===== src/common/mesm6_cfg.svh =====
// Widths, reset PC and long-format command codes of the MESM-6 address front end.
// Included by the package, the RTL and the testbench.
`ifndef MESM6_CFG_SVH
`define MESM6_CFG_SVH

//--------------------------------------------------------------------------
// data path widths
//--------------------------------------------------------------------------
`define MESM6_ADDR_BITS 15          // word address
`define MESM6_WORD_BITS 48          // instruction word, two halves
`define MESM6_INSN_BITS 24          // one instruction

//--------------------------------------------------------------------------
// program counter
//--------------------------------------------------------------------------
// half-word PC, word address above bit 0
`define MESM6_RESET_PC 16'h0000

//--------------------------------------------------------------------------
// long-format commands, opcode minus octal 020
//--------------------------------------------------------------------------
`define MESM6_LCMD_UTC 4'h2         // utc, octal 022
`define MESM6_LCMD_VTM 4'h4         // vtm, octal 024
`define MESM6_LCMD_UTM 4'h5         // utm, octal 025

`endif


===== src/common/mesm6_pkg.sv =====
// Types shared by the fetch, decode and pipeline stages of the address front end.
`default_nettype none
`include "mesm6_cfg.svh"

package mesm6_pkg;

    typedef logic [`MESM6_ADDR_BITS-1:0] addr_t;    // word address
    typedef logic [`MESM6_ADDR_BITS:0]   hpc_t;     // word address, half select in bit 0
    typedef logic [`MESM6_WORD_BITS-1:0] word_t;    // instruction word
    typedef logic [`MESM6_INSN_BITS-1:0] insn_t;    // one instruction
    typedef logic [3:0]                  reg_idx_t; // index register number

    //----------------------------------------------------------------------
    // pipeline records
    //----------------------------------------------------------------------
    // one half-word out of fetch
    typedef struct packed {
        hpc_t  hpc;             // where it came from
        insn_t insn;
    } fetch_item_t;

    // decoded instruction with its executive address
    typedef struct packed {
        hpc_t  hpc;
        insn_t insn;
        addr_t uaddr;           // addr + C + M[ir]
    } agu_item_t;

    // index register write port
    typedef struct packed {
        logic     en;
        reg_idx_t idx;
        addr_t    data;
    } index_wr_t;

endpackage

`default_nettype wire


===== src/hw/mesm6_stage_reg.sv =====
// One-entry valid/ready pipeline register, payload type given by parameter.
`timescale 1ns/100ps
`default_nettype none

module mesm6_stage_reg #(
    parameter type item_t = logic
) (
    input  wire        clk,
    input  wire        reset,
    input  wire        in_valid,
    output logic       in_ready,
    input  wire item_t in_item,
    output logic       out_valid,
    input  wire        out_ready,
    output item_t      out_item
);

    logic  valid_q;             // entry full
    item_t item_q;              // held payload

    // free slot, or the held item leaves this cycle
    assign in_ready  = !valid_q || out_ready;
    assign out_valid = valid_q;
    assign out_item  = item_q;

    always_ff @(posedge clk) begin
        if (reset) begin
            valid_q <= 1'b0;
        end else if (in_ready) begin
            valid_q <= in_valid;    // refill or drain
        end
    end

    always_ff @(posedge clk) begin
        if (in_valid && in_ready) begin
            item_q <= in_item;
        end
    end

    // stalled output must not change under the consumer
    a_hold_stable : assert property (@(posedge clk) disable iff (reset)
        out_valid && !out_ready |=> out_valid && $stable(out_item))
        else $error("stage register output changed while stalled");

endmodule

`default_nettype wire


===== src/hw/fetch/mesm6_fetch.sv =====
// Instruction fetch: half-word PC, one-word instruction cache and memory request.
// Hands out instructions left half first on a valid/ready stream.
`timescale 1ns/100ps
`default_nettype none
`include "mesm6_cfg.svh"

module mesm6_fetch (
    input  wire                           clk,
    input  wire                           reset,
    output logic                          fetch_valid,
    input  wire                           fetch_ready,
    output mesm6_pkg::addr_t              fetch_addr,
    input  wire                           rsp_valid,
    input  wire mesm6_pkg::word_t         rsp_word,
    output logic                          item_valid,
    input  wire                           item_ready,
    output mesm6_pkg::fetch_item_t        item
);

    mesm6_pkg::hpc_t  pc_q;             // half-word program counter
    mesm6_pkg::word_t cache_word_q;     // last word read
    mesm6_pkg::addr_t cache_addr_q;     // its word address
    logic             cache_valid_q;
    logic             req_q;            // request offered to memory
    logic             pending_q;        // accepted, waiting for the word
    logic             hit;
    mesm6_pkg::insn_t half;

    assign hit = cache_valid_q && (cache_addr_q == pc_q[`MESM6_ADDR_BITS:1]);

    // pc bit 0 picks the half, left one first
    assign half = pc_q[0] ? cache_word_q[`MESM6_INSN_BITS-1:0]
                          : cache_word_q[`MESM6_WORD_BITS-1:`MESM6_INSN_BITS];

    assign fetch_valid = req_q;
    assign fetch_addr  = pc_q[`MESM6_ADDR_BITS:1];  // pc holds during a miss
    assign item_valid  = hit;
    assign item        = '{hpc: pc_q, insn: half};

    //----------------------------------------------------------------------
    // program counter, counts up only
    //----------------------------------------------------------------------
    always_ff @(posedge clk) begin
        if (reset) begin
            pc_q <= `MESM6_RESET_PC;
        end else if (item_valid && item_ready) begin
            pc_q <= pc_q + 1'b1;            // next half, maybe next word
        end
    end

    //----------------------------------------------------------------------
    // memory request and response
    //----------------------------------------------------------------------
    always_ff @(posedge clk) begin
        if (reset) begin
            req_q     <= 1'b0;
            pending_q <= 1'b0;
        end else begin
            if (fetch_valid && fetch_ready) begin
                req_q     <= 1'b0;
                pending_q <= 1'b1;          // one outstanding at most
            end else if (!hit && !req_q && !pending_q) begin
                req_q <= 1'b1;              // miss, go ask memory
            end
            if (rsp_valid) begin
                pending_q <= 1'b0;
            end
        end
    end

    always_ff @(posedge clk) begin
        if (reset) begin
            cache_valid_q <= 1'b0;
        end else if (rsp_valid) begin
            cache_valid_q <= 1'b1;
        end
    end

    always_ff @(posedge clk) begin
        if (rsp_valid) begin
            cache_word_q <= rsp_word;
            cache_addr_q <= pc_q[`MESM6_ADDR_BITS:1];   // same as requested
        end
    end

    a_rsp_pending : assert property (@(posedge clk) disable iff (reset)
        rsp_valid |-> pending_q)
        else $error("memory response without an outstanding request");

endmodule

`default_nettype wire


===== src/hw/decode/mesm6_index_regs.sv =====
// Index registers M1..M15, M0 hardwired to zero; one async read, one write port.
`timescale 1ns/100ps
`default_nettype none

module mesm6_index_regs (
    input  wire                         clk,
    input  wire                         reset,
    input  wire mesm6_pkg::reg_idx_t    rd_idx,
    output mesm6_pkg::addr_t            rd_data,
    input  wire mesm6_pkg::index_wr_t   wr
);

    mesm6_pkg::addr_t m_q [1:15];       // no storage for M0

    assign rd_data = (rd_idx == 4'd0) ? '0 : m_q[rd_idx];

    always_ff @(posedge clk) begin
        if (reset) begin
            for (int i = 1; i < 16; i++) begin
                m_q[i] <= '0;
            end
        end else if (wr.en && (wr.idx != 4'd0)) begin
            m_q[wr.idx] <= wr.data;     // M0 writes dropped
        end
    end

    // decode is expected to filter M0 writes itself
    a_no_m0_write : assert property (@(posedge clk) disable iff (reset)
        !(wr.en && (wr.idx == 4'd0)))
        else $error("index register write to M0");

endmodule

`default_nettype wire


===== src/hw/decode/mesm6_decode.sv =====
// Decode stage: opcode fields, full and executive address, and the index
// instructions vtm, utm and utc executed in place.
`timescale 1ns/100ps
`default_nettype none
`include "mesm6_cfg.svh"

module mesm6_decode (
    input  wire                           clk,
    input  wire                           reset,
    input  wire                           in_valid,
    output logic                          in_ready,
    input  wire mesm6_pkg::fetch_item_t   in_item,
    output logic                          out_valid,
    input  wire                           out_ready,
    output mesm6_pkg::agu_item_t          out_item,
    output mesm6_pkg::reg_idx_t           m_idx,
    input  wire mesm6_pkg::addr_t         m_data,
    output mesm6_pkg::index_wr_t          m_wr
);

    mesm6_pkg::insn_t    insn;
    mesm6_pkg::reg_idx_t op_ir;         // index register
    logic                op_lflag;      // long format
    logic [3:0]          op_lcmd;       // long command, minus 020
    mesm6_pkg::addr_t    op_addr;       // address field
    mesm6_pkg::addr_t    full_addr;     // addr + C
    mesm6_pkg::addr_t    exec_addr;     // addr + C + M[ir]
    mesm6_pkg::addr_t    c_q;           // C modifier
    logic                c_active_q;    // C applies to this instruction
    logic                is_vtm;
    logic                is_utm;
    logic                is_utc;
    logic                fire;

    //----------------------------------------------------------------------
    // fields
    //----------------------------------------------------------------------
    assign insn     = in_item.insn;
    assign op_ir    = insn[23:20];
    assign op_lflag = insn[19];
    assign op_lcmd  = insn[18:15];
    assign op_addr  = op_lflag ? insn[14:0]
                               : {{3{insn[18]}}, insn[11:0]};  // short, sign from bit 18

    assign is_vtm = op_lflag && (op_lcmd == `MESM6_LCMD_VTM);
    assign is_utm = op_lflag && (op_lcmd == `MESM6_LCMD_UTM);
    assign is_utc = op_lflag && (op_lcmd == `MESM6_LCMD_UTC);

    //----------------------------------------------------------------------
    // address formation
    //----------------------------------------------------------------------
    assign full_addr = c_active_q ? op_addr + c_q : op_addr;
    assign m_idx     = op_ir;
    assign exec_addr = full_addr + m_data;      // M0 reads zero

    // no state in the path, handshake goes straight through
    assign fire      = in_valid && out_ready;
    assign in_ready  = out_ready;
    assign out_valid = in_valid;
    assign out_item  = '{hpc: in_item.hpc, insn: insn, uaddr: exec_addr};

    // vtm takes the full address, utm the executive one
    assign m_wr = '{en:   fire && (is_vtm || is_utm) && (op_ir != 4'd0),
                    idx:  op_ir,
                    data: is_vtm ? full_addr : exec_addr};

    //----------------------------------------------------------------------
    // C modifier, good for one instruction after utc
    //----------------------------------------------------------------------
    always_ff @(posedge clk) begin
        if (reset) begin
            c_active_q <= 1'b0;
            c_q        <= '0;
        end else if (fire) begin
            c_active_q <= is_utc;       // anything else drops it
            if (is_utc) begin
                c_q <= exec_addr;
            end
        end
    end

endmodule

`default_nettype wire


===== src/hw/mesm6_agu.sv =====
// Top of the MESM-6 address front end: fetch, stage register, decode with
// index registers, output stage register.
`timescale 1ns/100ps
`default_nettype none

module mesm6_agu (
    input  wire                       clk,
    input  wire                       reset,
    output logic                      fetch_valid,
    input  wire                       fetch_ready,
    output mesm6_pkg::addr_t          fetch_addr,
    input  wire                       rsp_valid,
    input  wire mesm6_pkg::word_t     rsp_word,
    output logic                      out_valid,
    input  wire                       out_ready,
    output mesm6_pkg::agu_item_t      out_item
);

    logic                   f_valid, f_ready;   // fetch to first stage
    mesm6_pkg::fetch_item_t f_item;
    logic                   d_valid, d_ready;   // first stage to decode
    mesm6_pkg::fetch_item_t d_item;
    logic                   a_valid, a_ready;   // decode to output stage
    mesm6_pkg::agu_item_t   a_item;
    mesm6_pkg::reg_idx_t    m_idx;
    mesm6_pkg::addr_t       m_data;
    mesm6_pkg::index_wr_t   m_wr;

    mesm6_fetch i_fetch (
        .clk(clk), .reset(reset),
        .fetch_valid(fetch_valid), .fetch_ready(fetch_ready), .fetch_addr(fetch_addr),
        .rsp_valid(rsp_valid), .rsp_word(rsp_word),
        .item_valid(f_valid), .item_ready(f_ready), .item(f_item)
    );

    mesm6_stage_reg #(.item_t(mesm6_pkg::fetch_item_t)) i_fetch_stage (
        .clk(clk), .reset(reset),
        .in_valid(f_valid), .in_ready(f_ready), .in_item(f_item),
        .out_valid(d_valid), .out_ready(d_ready), .out_item(d_item)
    );

    mesm6_decode i_decode (
        .clk(clk), .reset(reset),
        .in_valid(d_valid), .in_ready(d_ready), .in_item(d_item),
        .out_valid(a_valid), .out_ready(a_ready), .out_item(a_item),
        .m_idx(m_idx), .m_data(m_data), .m_wr(m_wr)
    );

    mesm6_index_regs i_index_regs (
        .clk(clk), .reset(reset),
        .rd_idx(m_idx), .rd_data(m_data), .wr(m_wr)
    );

    mesm6_stage_reg #(.item_t(mesm6_pkg::agu_item_t)) i_out_stage (
        .clk(clk), .reset(reset),
        .in_valid(a_valid), .in_ready(a_ready), .in_item(a_item),
        .out_valid(out_valid), .out_ready(out_ready), .out_item(out_item)
    );

endmodule

`default_nettype wire


===== config.mk =====
export PLATFORM = sky130hd
export DESIGN_NAME = mesm6_agu
export DESIGN_NICKNAME = d
export VERILOG_FILES = /design/src/common/mesm6_pkg.sv /design/src/hw/mesm6_stage_reg.sv /design/src/hw/fetch/mesm6_fetch.sv /design/src/hw/decode/mesm6_index_regs.sv /design/src/hw/decode/mesm6_decode.sv /design/src/hw/mesm6_agu.sv
export VERILOG_INCLUDE_DIRS = /design/src /design/src/common
export SDC_FILE = /design/constraint.sdc
export NUM_CORES = 1
export LEC_CHECK = 0
export BUFFER_PORTS_ARGS = -buffer_cell sky130_fd_sc_hd__buf_2
export CAP_MARGIN = 20
export CORE_UTILIZATION = 61
export DETAILED_ROUTE_END_ITERATION = 7
export GPL_TIMING_DRIVEN = 1
export PLACE_DENSITY = 0.8
export SLEW_MARGIN = 40
export SYNTH_ARGS = -nofsm -noshare
export SYNTH_HDL_FRONTEND = slang
export SYNTH_HIERARCHICAL = 1
export SYNTH_SLANG_ARGS = --single-unit
export TNS_END_PERCENT = 1

===== constraint.sdc =====
create_clock -name clk -period 5.4 [get_ports clk]
set_input_delay 0 -clock clk [delete_from_list [all_inputs] [get_ports clk]]
set_output_delay 0 -clock clk [all_outputs]
set_load 0.02 [all_outputs]

==> results.sh, run 1 <==
export IMPL_status="finished clean"
export IMPL_layout_nets=1566
export IMPL_clkLatencyLatePin_ns=0.56
export IMPL_whs_path_depth=2
export IMPL_start_util_pct=61.9
export IMPL_mostFrequentLayoutCell="edfxtp_1"
export IMPL_synth_nets=1446
export IMPL_slowest_stage="edfxtp_1"
export IMPL_area_growth_pct=12.9
export IMPL_crit_chain="buf_8, buf_12, mux4_2, nor2_1, a211oi_1, ha_1, a211oi_1, o21bai_1, a21oi_1, o31ai_1, a31oi_1, mux2i_1, o22ai_1, buf_4, and2_1"
export IMPL_viasPerCell=5.98
export IMPL_relSlewSlack_pct=46.7
export IMPL_finalCriticalPeriod_ns=4.78
export IMPL_tightest_slew_ns=0.800
export IMPL_synth_distinct_cells=74
export IMPL_die_area_um2=32700
export IMPL_ys_ff_latch=420
export IMPL_grtUsageTotal_pct=26.7
export IMPL_critPathMaxStageDelay_ns=0.76
export IMPL_drt_wl_total_um=42800
export IMPL_drt_pass1_iter_count=5
export IMPL_num_fill_cells=1970
export IMPL_hold_class="in -> reg"
export IMPL_dp_cells=1786
export IMPL_place_gp_congestion=0.893
export IMPL_fmax_mhz=209
export IMPL_io_pins=125
export IMPL_grt_max_degree=66
export IMPL_stdcell_count=1914
export IMPL_drive_above_1_share_pct=24.7
export IMPL_finalHoldViolCount=0
export IMPL_syn_avg_cell_area_um2=14.3
export IMPL_cp_arrival_ns=5.08
export IMPL_setup_ws_ns=0.620
export IMPL_overflow=0
export IMPL_ys_flop_type="edfxtp_1"
export IMPL_drv_cap=0
export IMPL_async_flop_share_pct=0
export IMPL_hpwl_um=26800
export IMPL_cts_tree="done"
export IMPL_rsz0062_at_grt="no"
export IMPL_r2r_cells=15
export IMPL_mostFrequentLayoutCells="edfxtp_1 (383), and2_1 (226), buf_2 (124)"
export IMPL_antenna_left=0
export IMPL_clkTransAtPathRegs_ns=0.06
export IMPL_cpMostUsedCell="a211oi_1"
export IMPL_power_leakage_nw=8.32
export IMPL_drt_iter0_drc=996
export IMPL_cts_max_level=2
export IMPL_clock_sinks=420
export IMPL_wl_per_cell_um=22.4
export IMPL_critical_path_required_ns=5.70
export IMPL_startpoint_type="flop"
export IMPL_path_max_fanout=38
export IMPL_place_area_um2=20100
export IMPL_ir_worst_vdd_uv=248
export IMPL_synth_edff_count=383
export IMPL_antennaDiodeCount=0
export IMPL_cts_made_buffers=43
export IMPL_p_per_area_nw_per_um2=307
export IMPL_grt_pass1_wl_um=66300
export IMPL_slew_viol_final=0
export IMPL_rows=65
export IMPL_vias=11500
export IMPL_setup_viol=0
export IMPL_synth_area_um2=19500
export IMPL_top_usage_layer="met2"
export IMPL_netlist_instances=1360
export IMPL_antenna_found_initial=0
export IMPL_die_h_um=181
export IMPL_grt_use_met1_pct=33.8
export IMPL_ys_seq_area_share_pct=62.8
export IMPL_fin_area_um2=22000
export IMPL_skew_ns=0.0230
export IMPL_fin_tns_setup_ns=0
export IMPL_port_buffers=124
export IMPL_core_area_um2=31500
export IMPL_crit_type="reg -> reg"
export IMPL_grt_pass1_vias=11700
export IMPL_clockRootBuffer="clkbuf_16"
export IMPL_regArea_um2=12200
export IMPL_ys_warn_count=6
export IMPL_multiInputGateArea_um2=6420
export IMPL_preCtsSetupSlack_ns=0.425
export IMPL_drcViolationCount=0
export IMPL_end_kind="flop"
export IMPL_clockBufferDepth=3
export IMPL_die_w_um=181
export IMPL_gr_usage_met2_pct=46.3
export IMPL_use_met3_pct=3.71
export IMPL_fin_crit_sh_pct=88.5
==> layout make-up <==
| type | count | area share (%) |
|---|---|---|
| tap | 402 | 2.29 |
| sequential | 420 | 55.6 |
| inverter | 9 | 0.154 |
| multi-input combinational | 795 | 29.2 |
| clock inverter | 17 | 0.807 |
| timing repair buffer | 211 | 6.58 |
| clock buffer | 60 | 5.36 |
==> power by group <==
part / switching (W) / total [W] / internal [W]
Sequential: 0.0000288 / 0.00366 / 0.00363
Combinational: 0.000137 / 0.000236 / 0.0000996
Clock: 0.00124 / 0.00287 / 0.00163
Total: 0.00140 / 0.00677 / 0.00536
==> cells in the mapped netlist, types with 3 or more instances <==
cell | instances | area [µm²]
and2_1 | 226 | 1410
o21ai_0 | 13 | 65.1
or3_1 | 3 | 18.8
buf_4 | 74 | 556
mux2_2 | 57 | 642
mux2_1 | 7 | 78.8
nand3_1 | 11 | 55.1
a21oi_1 | 40 | 200
inv_1 | 9 | 33.8
nor4_1 | 3 | 18.8
nor2_1 | 65 | 244
nand2b_1 | 11 | 68.8
a221oi_1 | 14 | 123
edfxtp_1 | 383 | 11500
nor2b_1 | 16 | 100
and3_1 | 4 | 25.0
xnor2_1 | 35 | 307
a31oi_1 | 6 | 37.5
nand4_1 | 14 | 87.6
dfxtp_1 | 37 | 741
mux2_4 | 4 | 60.1
ha_1 | 31 | 388
xor2_1 | 7 | 61.3
o21a_1 | 3 | 22.5
a211oi_1 | 24 | 180
nand2_1 | 47 | 176
or2_2 | 17 | 106
nor3_1 | 5 | 25.0
nor3_2 | 4 | 40.0
o31ai_1 | 3 | 22.5
clkbuf_1 | 49 | 184
a21o_1 | 7 | 52.6
buf_2 | 11 | 55.1
nor2_4 | 3 | 33.8
mux4_2 | 45 | 1010
mux2i_1 | 23 | 230
==> registers in the layout (all words and copies together) (netlist names), 15 cells and up <==
signal and cells:
i_index_regs/m_q 225, i_out_stage/out_item 55, i_fetch/cache_word_q 48, i_fetch_stage/out_item 40, i_fetch/pc_q 16, i_decode/c_q 15, i_fetch/cache_addr_q 15
==> routing by layer <==
layer	part of all wire, %	vias up	wire length [µm]
met3	5.5	96	2350
met1	40	5745	17300
li1	-	5191	-
met2	50	423	21600
met5	0	-	0
met4	3.7	0	1570
==> stage by stage <==
stage                     utilization (%)  hold slack (ns)  total power, W
after global routing                 69.9           0.0688         0.00694
after floorplan                         -           0.0624         0.00383
after CTS                            69.9            0.140         0.00677
final                                69.9           0.0362         0.00677
after detailed placement             63.9            0.178         0.00392
after global placement               63.8            0.177         0.00391
==> path summary, 6_finish.rpt <==
path                                                      startpoint                                     end  slack, ns
worst max register to register  i_fetch_stage/out_item[21]$_DFFE_PP_  i_index_regs/m_q[15][13]$_SDFFCE_PN0P_       0.62
worst min register to register  i_fetch_stage/out_item[35]$_DFFE_PP_      i_out_stage/out_item[50]$_DFFE_PP_       0.41
worst min-delay path                                       rsp_valid       i_fetch/cache_addr_q[3]$_DFFE_PP_       0.04
worst max-delay path            i_fetch_stage/out_item[21]$_DFFE_PP_  i_index_regs/m_q[15][13]$_SDFFCE_PN0P_       0.62
==> worst max-delay path: cells and delay by family, from the launching register on <==
| kind | cells | cell delay (ns) |
|---|---|---|
| AO/OA/AOI/OAI | 7 | 1.47 |
| adder cells (fa/ha/maj) | 1 | 0.34 |
| buffers and inverters | 3 | 0.70 |
| flip-flops | 1 | 0.76 |
| multiplexers | 2 | 0.97 |
| AND/OR/NAND/NOR | 2 | 0.25 |
==> cells by family (layout without fill, tap and decap cells) <==
family	after synthesis	count (layout)	synth area share [%]
XOR/XNOR	42	42	1.89
adder cells (fa/ha/maj)	33	33	2.20
AO/OA/AOI/OAI	132	132	4.66
flip-flops	420	420	62.8
AND/OR/NAND/NOR	452	452	13.7
buffers and inverters	145	297	4.33
multiplexers	136	136	10.4
==> repair_timing <==
| action | 4_1_cts | 5_1_grt |
|---|---|---|
| setup buffers | 0 | 0 |
| resized for setup | 0 | 0 |
| hold endpoints to repair | 64 | 0 |
| hold buffers | 51 | 0 |
(Power assumes the default switching activity.)
==> run 2: changes to the inputs <==
--- a/config.mk
+++ b/config.mk
@@ -8,10 +8,9 @@
 export LEC_CHECK = 0
 export BUFFER_PORTS_ARGS = -buffer_cell sky130_fd_sc_hd__buf_2
 export CAP_MARGIN = 20
-export CORE_UTILIZATION = 61
+export CORE_UTILIZATION = 45
 export DETAILED_ROUTE_END_ITERATION = 7
 export GPL_TIMING_DRIVEN = 1
-export PLACE_DENSITY = 0.8
 export SLEW_MARGIN = 40
 export SYNTH_ARGS = -nofsm -noshare
 export SYNTH_HDL_FRONTEND = slang
==> results.sh, run 2 (same netlist as run 1, synthesis figures left out) <==
export IMPL_crit_chain="buf_4, mux4_2, mux2i_1, a211oi_1, ha_1, a211oi_2, nor2_1, o31a_1, o41ai_2, xnor2_1, nand2_1, xnor2_2, and2_1"
export IMPL_mostFrequentLayoutCells="edfxtp_1 (383), and2_1 (226), buf_2 (124)"
export IMPL_hold_class="in -> reg"
export IMPL_crit_type="reg -> reg"
export IMPL_regMostFlops="i_index_regs/m_q"
export IMPL_port_buffers=124
export IMPL_cp_top_family="compound AO/OA/AOI/OAI gates"
export IMPL_place_gp_congestion=0.887
export IMPL_cts_tree="done"
export IMPL_power_leakage_nw=8.38
export IMPL_wl_met2_um=21800
export IMPL_grtUsageTotal_pct=20.5
export IMPL_post_cts_buffers=0
export IMPL_power_w=0.00701
export IMPL_drt_wl_total_um=43900
export IMPL_drt_iter0_drc=676
export IMPL_grt_pass1_wl_um=68300
export IMPL_cts_max_level=2
export IMPL_fin_crit_sh_pct=85.7
export IMPL_antennaDiodeCount=0
export IMPL_largest_reg_flops=225
export IMPL_clockBufferDepth=3
export IMPL_critical_path_required_ns=5.83
export IMPL_finalCriticalPeriod_ns=4.63
export IMPL_area_growth_pct=14.8
export IMPL_status="finished clean"
export IMPL_startpoint_type="flop"
export IMPL_clockRootBuffer="clkbuf_16"
export IMPL_fin_util_pct=52.9
export IMPL_skew_ns=0.0187
export IMPL_mostFrequentLayoutCell="edfxtp_1"
export IMPL_drt_pass1_iter_count=6
export IMPL_relSlewSlack_pct=54.0
export IMPL_setup_viol=0
export IMPL_cp_arrival_ns=5.06
export IMPL_antenna_found_initial=2
export IMPL_cts_made_buffers=46
export IMPL_path_max_fanout=15
export IMPL_clkLatencyLatePin_ns=0.57
export IMPL_vias=11100
export IMPL_highest_layer="met4"
export IMPL_fmax_mhz=216
export IMPL_layout_nets=1569
export IMPL_die_area_um2=44100
export IMPL_wl_per_cell_um=20.9
export IMPL_die_h_um=210
export IMPL_start_util_pct=46.0
export IMPL_rows=75
export IMPL_end_kind="flop"
export IMPL_slowest_stage="edfxtp_1"
export IMPL_wl_met3_um=1730
export IMPL_antenna_left=0
export IMPL_clock_sinks=420
export IMPL_ir_worst_vdd_uv=255
export IMPL_io_pins=125
export IMPL_die_w_um=210
export IMPL_overflow=0
export IMPL_fin_tns_setup_ns=0
export IMPL_viasPerCell=5.29
export IMPL_grt_pass1_vias=11400
export IMPL_drv_cap=0
export IMPL_grt_max_degree=66
export IMPL_p_per_area_nw_per_um2=314
export IMPL_wl_met1_um=19300
export IMPL_finalHoldViolCount=0
export IMPL_core_area_um2=42300
export IMPL_hpwl_um=28800
export IMPL_cp_buffers_inverters=1
export IMPL_rsz0062_at_grt="no"
export IMPL_tightest_slew_ns=0.690
export IMPL_clkTransAtPathRegs_ns=0.06
export IMPL_drcViolationCount=0
export IMPL_slew_viol_final=0
export IMPL_critPathMaxStageDelay_ns=0.76
export IMPL_drive_above_1_share_pct=24.9
run 2: changes by cell type in the layout (fill, tap and decap cells not counted), moves of 2 or more:
cell	previous run	this run
clkbuf_16	43	47
bufinv_16	2	5
clkinv_1	4	7
clkbuf_8	4	2
clkinvlp_4	0	2
run 2: timing repair:
item	in CTS	in global routing
hold buffers	51	0
setup endpoints to repair	0	0
hold endpoints to repair	63	0
gates resized for setup	0	0
run 2: layout make-up:
type	count	area, µm²
clock buffer	63	1260
clock inverter	22	236
fill	3491	20000
inverter	9	33.8
multi-input combinational	795	6430
sequential	420	12200
tap	577	722
timing repair buffer	211	1450
run 2: routing by layer:
layer / GRT usage (%) / vias to the layer above
li1: - / 5212
met1: 27.2 / 5555
met2: 35.3 / 252
met3: 2.40 / 70
met4: 6.19 / 0
met5: 0 / -
run 2: path summary, 6_finish.rpt:
kind,from,to,slack [ns],cells past startpoint
setup / recovery,i_fetch_stage/out_item[21]$_DFFE_PP_,i_index_regs/m_q[13][14]$_SDFFCE_PN0P_,0.77,13
hold / removal,rsp_valid,i_fetch/cache_addr_q[3]$_DFFE_PP_,0.03,2
setup reg to reg,i_fetch_stage/out_item[21]$_DFFE_PP_,i_index_regs/m_q[13][14]$_SDFFCE_PN0P_,0.77,13
hold reg to reg,i_fetch_stage/out_item[39]$_DFFE_PP_,i_out_stage/out_item[54]$_DFFE_PP_,0.41,0
run 2: per-stage QoR:
step	hold WS, ns	setup slack (ns)	std cells	area [µm²]
floorplan	0.0624	1.26	1360	19500
CTS	0.103	0.724	2096	22300
detailed placement	0.178	0.739	1960	20300
global route	0.0513	0.361	2097	22400
global placement	0.178	0.500	1958	20300
finish	0.0299	0.772	2097	22400
run 2: worst register-to-register path: stages (launching register included):
cell      delay [ns]
edfxtp_1        0.76
buf_4           0.41
mux4_2          0.54
mux2i_1         0.26
a211oi_1        0.13
ha_1            0.39
a211oi_2        0.24
nor2_1          0.11
o31a_1          0.30
o41ai_2         0.37
xnor2_1         0.18
nand2_1         0.11
xnor2_2         0.49
and2_1          0.22
run 2: where the power goes:
| part | switching [W] | total (W) | internal, W |
|---|---|---|---|
| Clock | 0.00125 | 0.00312 | 0.00187 |
| Combinational | 0.000141 | 0.000241 | 0.000101 |
| Sequential | 0.0000240 | 0.00365 | 0.00363 |
| Total | 0.00142 | 0.00701 | 0.00559 |
